<file path="src/rtl/vdp_pkg.sv">
// ~~~~~~~~~~~~~~~~~~~~~~~~~~~~~~~~~~~~~~~~
// shared constants and types of the VDP
// timing is fixed at 640x480, no widescreen
// VRAM is write-only, split even/odd ports
// ~~~~~~~~~~~~~~~~~~~~~~~~~~~~~~~~~~~~~~~~

package vdp_pkg;

    // horizontal timing, offscreen region comes first in the line
    localparam int H_ACTIVE = 640;
    localparam int H_FRONTPORCH = 16;
    localparam int H_SYNC = 96;
    localparam int H_BACKPORCH = 48;
    localparam int H_OFFSCREEN = H_FRONTPORCH + H_SYNC + H_BACKPORCH;

    // vertical timing, active lines come first in the frame
    localparam int V_ACTIVE = 480;
    localparam int V_FRONTPORCH = 11;
    localparam int V_SYNC = 2;
    localparam int V_BACKPORCH = 31;

    localparam int H_TOTAL = H_ACTIVE + H_OFFSCREEN;
    localparam int V_TOTAL = V_ACTIVE + V_FRONTPORCH + V_SYNC + V_BACKPORCH;

    typedef logic [11:0] raster_x_t;
    typedef logic [10:0] raster_y_t;

    // register word address, APB byte address bits 6:1
    typedef logic [5:0] reg_addr_t;

    // write map
    localparam reg_addr_t REG_PAL_ADDR = 6'd2;
    localparam reg_addr_t REG_PAL_DATA = 6'd3;
    localparam reg_addr_t REG_VRAM_ADDR = 6'd4;
    localparam reg_addr_t REG_VRAM_DATA = 6'd5;
    localparam reg_addr_t REG_VRAM_INC = 6'd6;

    // read map
    localparam reg_addr_t REG_RASTER_X = 6'd0;
    localparam reg_addr_t REG_RASTER_Y = 6'd2;

    typedef logic [15:0] data_t;
    typedef logic [13:0] vram_addr_t;

    // bit 0 picks the port, bits 14:1 are the port word address
    typedef logic [14:0] vram_host_addr_t;

    typedef logic [7:0] pal_addr_t;

    // RGB444, low 12 bits of a palette word
    typedef logic [11:0] color_t;

    // raster_x[2:0] value of the host write slot
    localparam logic [2:0] VRAM_SLOT = 3'd0;

    typedef struct packed {
        logic        psel;
        logic        penable;
        logic        pwrite;
        logic [15:0] paddr;
        data_t       pwdata;
    } apb_req_t;

    typedef struct packed {
        data_t prdata;
        logic  pready;
    } apb_rsp_t;

    // one pending host word write
    typedef struct packed {
        vram_addr_t address;
        data_t      data;
        logic       odd;
    } vram_wr_t;

endpackage
</file>
<file path="src/rtl/vdp_top.sv">
// ~~~~~~~~~~~~~~~~~~~~~~~~~~~~~~~~~~~~~~~~
// VDP top level, APB host, VGA out, VRAM writes
// VRAM ports are write-only
// ~~~~~~~~~~~~~~~~~~~~~~~~~~~~~~~~~~~~~~~~

`timescale 1ns/1ps

module vdp_top import vdp_pkg::*; (
    input  logic       clk,
    input  logic       reset,

    input  apb_req_t   apb_req,
    output apb_rsp_t   apb_rsp,

    output logic [3:0] r,
    output logic [3:0] g,
    output logic [3:0] b,
    output logic       hsync,
    output logic       vsync,
    output logic       active_display,

    // single cycle strobes
    output logic       line_ended,
    output logic       frame_ended,
    output logic       active_frame_ended,

    output vram_addr_t even_address,
    output logic       even_we,
    output data_t      even_data,

    output vram_addr_t odd_address,
    output logic       odd_we,
    output data_t      odd_data
);

    raster_x_t raster_x;
    raster_y_t raster_y;

    logic      pal_we;
    pal_addr_t pal_addr;
    data_t     pal_data;

    vram_wr_t  vram_req;
    logic      vram_pending;
    logic      vram_grant;

    vdp_video_timing timing_i (
        .clk                (clk),
        .reset              (reset),
        .raster_x           (raster_x),
        .raster_y           (raster_y),
        .hsync              (hsync),
        .vsync              (vsync),
        .active_display     (active_display),
        .line_ended         (line_ended),
        .frame_ended        (frame_ended),
        .active_frame_ended (active_frame_ended)
    );

    vdp_host_regs regs_i (
        .clk          (clk),
        .reset        (reset),
        .apb_req      (apb_req),
        .apb_rsp      (apb_rsp),
        .raster_x     (raster_x),
        .raster_y     (raster_y),
        .pal_we       (pal_we),
        .pal_addr     (pal_addr),
        .pal_data     (pal_data),
        .vram_req     (vram_req),
        .vram_pending (vram_pending),
        .vram_grant   (vram_grant)
    );

    vdp_vram_write_port vram_i (
        .clk          (clk),
        .reset        (reset),
        .raster_x     (raster_x),
        .vram_req     (vram_req),
        .vram_pending (vram_pending),
        .vram_grant   (vram_grant),
        .even_address (even_address),
        .even_we      (even_we),
        .even_data    (even_data),
        .odd_address  (odd_address),
        .odd_we       (odd_we),
        .odd_data     (odd_data)
    );

    vdp_palette_output palette_i (
        .clk            (clk),
        .pal_we         (pal_we),
        .pal_addr       (pal_addr),
        .pal_data       (pal_data),
        .active_display (active_display),
        .r              (r),
        .g              (g),
        .b              (b)
    );

endmodule

</file>
<file path="src/rtl/vdp_palette_output.sv">
// ~~~~~~~~~~~~~~~~~~~~~~~~~~~~~~~~~~~~~~~~
// palette RAM and backdrop colour output
// RGB lags active_display by 2 clocks
// ~~~~~~~~~~~~~~~~~~~~~~~~~~~~~~~~~~~~~~~~

`timescale 1ns/1ps

module vdp_palette_output import vdp_pkg::*; (
    input  logic       clk,

    input  logic       pal_we,
    input  pal_addr_t  pal_addr,
    input  data_t      pal_data,

    input  logic       active_display,

    output logic [3:0] r,
    output logic [3:0] g,
    output logic [3:0] b
);

    data_t  pal_ram [256];
    color_t backdrop;
    logic   active_q;
    color_t rgb_q;

    always_ff @(posedge clk) begin
        if (pal_we) begin
            pal_ram[pal_addr] <= pal_data;
        end
        // entry 0 is the backdrop
        backdrop <= pal_ram[0][11:0];
        active_q <= active_display;
    end

    // blank to black outside the active window
    always_ff @(posedge clk) begin
        rgb_q <= active_q ? backdrop : '0;
    end

    assign r = rgb_q[11:8];
    assign g = rgb_q[7:4];
    assign b = rgb_q[3:0];

endmodule

</file>
<file path="src/rtl/vdp_vram_write_port.sv">
// ~~~~~~~~~~~~~~~~~~~~~~~~~~~~~~~~~~~~~~~~
// host write slot sequencer for split VRAM
// one write slot every 8 clocks
// addresses hold their value between writes
// ~~~~~~~~~~~~~~~~~~~~~~~~~~~~~~~~~~~~~~~~

`timescale 1ns/1ps

module vdp_vram_write_port import vdp_pkg::*; (
    input  logic       clk,
    input  logic       reset,

    input  raster_x_t  raster_x,

    input  vram_wr_t   vram_req,
    input  logic       vram_pending,
    output logic       vram_grant,

    output vram_addr_t even_address,
    output logic       even_we,
    output data_t      even_data,

    output vram_addr_t odd_address,
    output logic       odd_we,
    output data_t      odd_data
);

    // slot position follows the low raster bits
    assign vram_grant = vram_pending && (raster_x[2:0] == VRAM_SLOT);

    always_ff @(posedge clk) begin
        if (reset) begin
            even_we <= 1'b0;
            odd_we <= 1'b0;
        end else begin
            even_we <= vram_grant && !vram_req.odd;
            odd_we <= vram_grant && vram_req.odd;
        end
    end

    // both ports see the same word, only one gets we
    always_ff @(posedge clk) begin
        if (vram_grant) begin
            even_address <= vram_req.address;
            even_data <= vram_req.data;
            odd_address <= vram_req.address;
            odd_data <= vram_req.data;
        end
    end

endmodule

</file>
<file path="src/rtl/vdp_host_regs.sv">
// ~~~~~~~~~~~~~~~~~~~~~~~~~~~~~~~~~~~~~~~~
// APB register block of the VDP
// only one VRAM write can be pending, a second
// VRAM data write is stalled with pready low
// writes to unmapped registers are dropped
// ~~~~~~~~~~~~~~~~~~~~~~~~~~~~~~~~~~~~~~~~

`timescale 1ns/1ps

module vdp_host_regs import vdp_pkg::*; (
    input  logic      clk,
    input  logic      reset,

    input  apb_req_t  apb_req,
    output apb_rsp_t  apb_rsp,

    input  raster_x_t raster_x,
    input  raster_y_t raster_y,

    output logic      pal_we,
    output pal_addr_t pal_addr,
    output data_t     pal_data,

    output vram_wr_t  vram_req,
    output logic      vram_pending,
    input  logic      vram_grant
);

    reg_addr_t       reg_addr;
    logic            access;
    logic            wr_stall;
    logic            wr_fire;

    vram_host_addr_t vram_addr;
    vram_host_addr_t vram_inc;
    data_t           vram_data;

    assign reg_addr = apb_req.paddr[6:1];
    assign access = apb_req.psel && apb_req.penable;

    // previous word not yet placed in its slot
    assign wr_stall = access && apb_req.pwrite && (reg_addr == REG_VRAM_DATA) && vram_pending;
    assign wr_fire = access && apb_req.pwrite && !wr_stall;

    always_comb begin
        apb_rsp.pready = !wr_stall;
        apb_rsp.prdata = '0;
        if (access && !apb_req.pwrite) begin
            case (reg_addr)
                REG_RASTER_X: apb_rsp.prdata = data_t'(raster_x);
                REG_RASTER_Y: apb_rsp.prdata = data_t'(raster_y);
                default: apb_rsp.prdata = '0;
            endcase
        end
    end

    always_ff @(posedge clk) begin
        if (reset) begin
            pal_we <= 1'b0;
            pal_addr <= '0;
            vram_pending <= 1'b0;
            vram_addr <= '0;
            vram_inc <= '0;
        end else begin
            pal_we <= wr_fire && (reg_addr == REG_PAL_DATA);

            // pointer steps after each palette write
            if (pal_we) begin
                pal_addr <= pal_addr + 1'b1;
            end

            if (vram_grant) begin
                vram_pending <= 1'b0;
                vram_addr <= vram_addr + vram_inc;
            end

            // a host write overrides the automatic updates above
            if (wr_fire) begin
                case (reg_addr)
                    REG_PAL_ADDR: pal_addr <= apb_req.pwdata[7:0];
                    REG_VRAM_ADDR: vram_addr <= apb_req.pwdata[14:0];
                    REG_VRAM_DATA: vram_pending <= 1'b1;
                    REG_VRAM_INC: vram_inc <= apb_req.pwdata[14:0];
                    default: ;
                endcase
            end
        end
    end

    always_ff @(posedge clk) begin
        if (wr_fire && reg_addr == REG_PAL_DATA) begin
            pal_data <= apb_req.pwdata;
        end
        if (wr_fire && reg_addr == REG_VRAM_DATA) begin
            vram_data <= apb_req.pwdata;
        end
    end

    always_comb begin
        vram_req.address = vram_addr[14:1];
        vram_req.data = vram_data;
        vram_req.odd = vram_addr[0];
    end

endmodule

</file>
<file path="src/rtl/vdp_video_timing.sv">
// ~~~~~~~~~~~~~~~~~~~~~~~~~~~~~~~~~~~~~~~~
// 640x480 raster generator, all outputs registered
// sync pulses are active low
// strobes are single cycle, not for VGA pins
// ~~~~~~~~~~~~~~~~~~~~~~~~~~~~~~~~~~~~~~~~

`timescale 1ns/1ps

module vdp_video_timing import vdp_pkg::*; (
    input  logic      clk,
    input  logic      reset,

    output raster_x_t raster_x,
    output raster_y_t raster_y,

    output logic      hsync,
    output logic      vsync,
    output logic      active_display,

    output logic      line_ended,
    output logic      frame_ended,
    output logic      active_frame_ended
);

    raster_x_t x_next;
    raster_y_t y_next;
    logic      x_wrap;

    // outputs are decoded from the next position so they line up with the counters
    always_comb begin
        x_wrap = (raster_x == raster_x_t'(H_TOTAL - 1));
        x_next = x_wrap ? '0 : raster_x + 1'b1;
        y_next = raster_y;
        if (x_wrap) begin
            y_next = (raster_y == raster_y_t'(V_TOTAL - 1)) ? '0 : raster_y + 1'b1;
        end
    end

    always_ff @(posedge clk) begin
        if (reset) begin
            raster_x <= '0;
            raster_y <= '0;
            hsync <= 1'b1;
            vsync <= 1'b1;
            active_display <= 1'b0;
            line_ended <= 1'b0;
            frame_ended <= 1'b0;
            active_frame_ended <= 1'b0;
        end else begin
            raster_x <= x_next;
            raster_y <= y_next;

            // sync windows sit right after the front porches
            hsync <= !(x_next >= raster_x_t'(H_FRONTPORCH) &&
                       x_next < raster_x_t'(H_FRONTPORCH + H_SYNC));
            vsync <= !(y_next >= raster_y_t'(V_ACTIVE + V_FRONTPORCH) &&
                       y_next < raster_y_t'(V_ACTIVE + V_FRONTPORCH + V_SYNC));

            active_display <= (x_next >= raster_x_t'(H_OFFSCREEN)) &&
                              (y_next < raster_y_t'(V_ACTIVE));

            line_ended <= (x_next == raster_x_t'(H_TOTAL - 1));
            frame_ended <= (x_next == raster_x_t'(H_TOTAL - 1)) &&
                           (y_next == raster_y_t'(V_TOTAL - 1));
            active_frame_ended <= (x_next == raster_x_t'(H_TOTAL - 1)) &&
                                  (y_next == raster_y_t'(V_ACTIVE - 1));
        end
    end

endmodule

</file>
<file path="config.mk">
export PLATFORM = sky130hd
export DESIGN_NAME = vdp_top
export DESIGN_NICKNAME = d
export VERILOG_FILES = /design/src/rtl/vdp_pkg.sv /design/src/rtl/vdp_top.sv /design/src/rtl/vdp_palette_output.sv /design/src/rtl/vdp_vram_write_port.sv /design/src/rtl/vdp_host_regs.sv /design/src/rtl/vdp_video_timing.sv
export SDC_FILE = /design/constraint.sdc
export NUM_CORES = 1
export LEC_CHECK = 0
export BUFFER_PORTS_ARGS = -buffer_cell sky130_fd_sc_hd__buf_2
export CAP_MARGIN = 25
export CORE_MARGIN = 10
export CORE_UTILIZATION = 32
export CTS_CLUSTER_DIAMETER = 60
export CTS_CLUSTER_SIZE = 12
export DETAILED_ROUTE_END_ITERATION = 10
export GPL_TIMING_DRIVEN = 0
export HOLD_SLACK_MARGIN = 0.06
export PLACE_DENSITY_LB_ADDON = 0.3
export SLEW_MARGIN = 0
export SYNTH_ARGS = -nofsm -noshare
export SYNTH_HDL_FRONTEND = slang
export SYNTH_SLANG_ARGS = --single-unit
</file>
<file path="constraint.sdc">
create_clock -name clk -period 3.2 [get_ports clk]
set_input_delay 0.64 -clock clk [delete_from_list [all_inputs] [get_ports clk]]
set_output_delay 0.64 -clock clk [all_outputs]
set_load 0.05 [all_outputs]
</file>
==> results.json <==
{
  "slew_violations": 0,
  "ys_warn_count": 0,
  "peakVddDrop_mv": 0.2303,
  "tritoncts": "done",
  "nFillCells": 2242,
  "r2r_slack_ns": 0.17,
  "min_path_type": "register to register",
  "hpwl_um": 13980,
  "path_class": "input port to primary output",
  "synth_seq_cells": 166,
  "grt_overflow_total": 0,
  "synth_area_um2": 7428,
  "cp.arrival_ns": 2.42,
  "ios": 134,
  "worstReg2RegStart": "timing_i.raster_x[0]",
  "area_growth_pct": 22.18,
  "grt_max_degree": 23,
  "drc": 0,
  "post-place-ws_ns": -0.1350,
  "die_w_um": 172.4,
  "grtUsageTotal_pct": 12.68,
  "p_per_area_nw_per_um2": 485.5,
  "postRouteWirelength_um": 18920,
  "io_buffers": 119,
  "worst_pin_slew_ns": 0.8977,
  "r2r_cells": 8,
  "finClkSkew_ns": 0.01347,
  "htreeDepth": 4,
  "core_area_um2": 22710,
  "status": "completed",
  "critPathMaxFanout": 10,
  "timing.final.crit_share_pct": 95.53,
  "clkPwrFrac_pct": 47.8,
  "ctsHoldBuffers": 0,
  "end_kind": "primary output",
  "postPlaceCellArea_um2": 8439,
  "slew_headroom_pct": 39.37,
  "timing.final.ws_setup_ns": 0.1429,
  "setup_viol": 0,
  "cts.sinks": 166,
  "p_sw_mw": 1.034,
  "ant_nets": 0,
  "cp-endpoint": "apb_rsp[8]",
  "drive_gt1_share_pct": 24.48,
  "clk_path_buf_depth": 2,
  "grt_pass1_vias": 5365,
  "cts-root-buf": "clkbuf_16",
  "dieArea_um2": 29710,
  "nets": 911,
  "avgSynthCellArea_um2": 10.48,
  "fmaxAchievable_ghz": 0.3271,
  "antenna_found_initial": 1,
  "power_frac_seq_pct": 50.0,
  "maxCapViolCount": 0,
  "gp_congestion": 0.8986,
  "dr.pass1.iters": 5,
  "ys.flop_type": "dfxtp_1",
  "power_leakage_nw": 3.450,
  "crit_start": "apb_req[22]",
  "synth_edf_count": 70,
  "power_frac_comb_pct": 2.2,
  "first_iter_violations": 442,
  "swShare_pct": 23.46,
  "vias": 5701,
  "multi_input_area_um2": 2948,
  "path_clk_slew_ns": 0.07,
  "hp-start": "palette_i.pal_ram[0][7]",
  "wire_per_inst_um": 16.43,
  "num_rows": 55,
  "period_minus_slack_ns": 3.057,
  "grt_pass1_wl_um": 29380,
  "dieHeight_um": 172.4,
  "reg2reg_to": "timing_i.active_frame_ended",
  "seq_area_frac_synth_pct": 54.17,
  "synthCells": 709,
  "design_area_um2": 9076,
  "post_drt_via_cell_ratio": 4.949,
  "ff_latch_area_um2": 4024,
  "p_int_mw": 3.373,
  "hold_violations": 0,
  "cts_buffers": 17,
  "clock_latency_ns": 0.44,
  "required_ns": 2.56,
  "worstSetupStartpointType": "input port",
  "synthDistinctLibCells": 65,
  "initial_utilization_pct": 32.71,
  "async_reset_ff_share_pct": 0
}
## placed cells by master, fill, tap and decap left out, drive strengths merged, types with 20 or more instances in the layout
cell type	netlist	layout
nand2	42	42
edfxtp	70	70
clkbuf	30	49
o21ai	20	20
nor2	85	85
ha	20	20
dfxtp	96	96
inv	17	26
buf	43	164
nor3	31	31
## cell usage after synthesis, drive strengths merged (6+ instances only)
| cell type | number | area, µm² |
|---|---|---|
| xnor2 | 19 | 166.4 |
| a211oi | 15 | 112.6 |
| buf | 43 | 304.0 |
| a21oi | 19 | 95.09 |
| mux2i | 19 | 190.2 |
| xor2 | 11 | 96.34 |
| o21ai | 20 | 100.1 |
| a22oi | 11 | 82.58 |
| nor3b | 6 | 45.04 |
| dfxtp | 96 | 1922 |
| nor3 | 31 | 165.2 |
| a311oi | 7 | 61.31 |
| nor4b | 6 | 58.80 |
| ha | 20 | 250.2 |
| nand2 | 42 | 157.7 |
| nand2b | 6 | 37.54 |
| or3 | 9 | 56.30 |
| edfxtp | 70 | 2102 |
| nand3 | 16 | 80.08 |
| inv | 17 | 63.81 |
| and2 | 18 | 112.6 |
| nand4 | 11 | 68.82 |
| clkbuf | 30 | 112.6 |
| nor2 | 85 | 319.1 |
## how the worst min path moves through the flow
stage | to | slack, ns | cells past startpoint
final | palette_i.backdrop[7] | 0.34 | 0
after global routing | palette_i.backdrop[6] | 0.35 | 0
after CTS | palette_i.backdrop[7] | 0.34 | 0
after detailed placement | palette_i.backdrop[11] | 0.33 | 0
after global placement | palette_i.backdrop[7] | 0.32 | 0
after floorplan | palette_i.backdrop[0] | 0.32 | 0
## layer usage
layer	global-route usage, %	vias up	part of all wire [%]
li1	-	2819	-
met1	16.39	2678	45
met2	19.76	178	45
met3	3.329	26	7.6
met4	4.985	0	2.0
met5	0	-	0
## state kept, by name, summed over array words and instances, names as in the netlist, 12 cells and up
signal	count
regs_i.vram_inc	15
regs_i.pal_data	12
palette_i.rgb_q	12
regs_i.vram_addr	15
regs_i.vram_data	16
palette_i.backdrop	12
vram_i.even_data	16
palette_i.pal_ram	12
vram_i.even_address	14
timing_i.raster_x	12
## power groups by stage
stage | Clock, mW | Sequential, mW | Combinational, mW
after floorplan | 0 | 2.25 | 0.0469
after global placement | 0 | 2.25 | 0.0966
after detailed placement | 0 | 2.25 | 0.0973
after CTS | 2.15 | 2.20 | 0.0978
after global routing | 2.23 | 2.20 | 0.107
final | 2.11 | 2.20 | 0.0970
## what timing repair did
| item | CTS | global route |
|---|---|---|
| endpoints found under the setup margin | 11 | 4 |
| gates resized for setup | 4 | 4 |
| cloned | 0 | 0 |
| buffers inserted | 0 | 0 |
## metrics by stage
step | hold WS [ns] | utilization (%) | std cells | setup TNS (ns) | total power, mW
2_1_floorplan | 0.3233 | - | 712 | 0 | 2.298
3_3_place_gp | 0.3247 | 36.95 | 1116 | -18.62 | 2.348
3_5_place_dp | 0.3288 | 37.16 | 1119 | -1.064 | 2.349
4_1_cts | 0.3424 | 39.91 | 1151 | 0 | 4.455
5_1_grt | 0.3459 | 39.96 | 1151 | -0.06716 | 4.541
6_report | 0.3388 | 39.97 | 1152 | 0 | 4.407
## layout make-up
type                            instances  share of cell area [%]
Sequential cell                       166                   44.33
Antenna cell                            1                 0.02757
Clock inverter                         14                   1.944
Buffer                                 73                   4.618
Timing Repair Buffer                  122                   7.086
Clock buffer                           18                   4.839
Multi-Input combinational cell        455                   32.48
Inverter                               18                  0.7444
Tap cell                              285                   3.929
## worst max-delay path, cell delays in order
cell and delay (ns):
buf_2 0.09, or3_1 0.44, nand2b_1 0.24, nor2_1 0.20, clkbuf_2 0.27, a22oi_1 0.13
nor2_1 0.11, buf_2 0.27
## cells by family (layout without fill, tap and decap cells)
logic type / count (synthesis) / count (layout) / share of synthesized area (%)
AND/OR/NAND/NOR: 263 / 263 / 18.34
flip-flops: 166 / 166 / 54.17
AO/OA/AOI/OAI: 117 / 117 / 11.03
buffers and inverters: 91 / 245 / 6.518
XOR/XNOR: 30 / 30 / 3.537
adder cells (fa/ha/maj): 21 / 21 / 3.638
multiplexers: 20 / 20 / 2.712
other: 1 / 5 / 0.05048
Power figures use the tool's default switching activity.
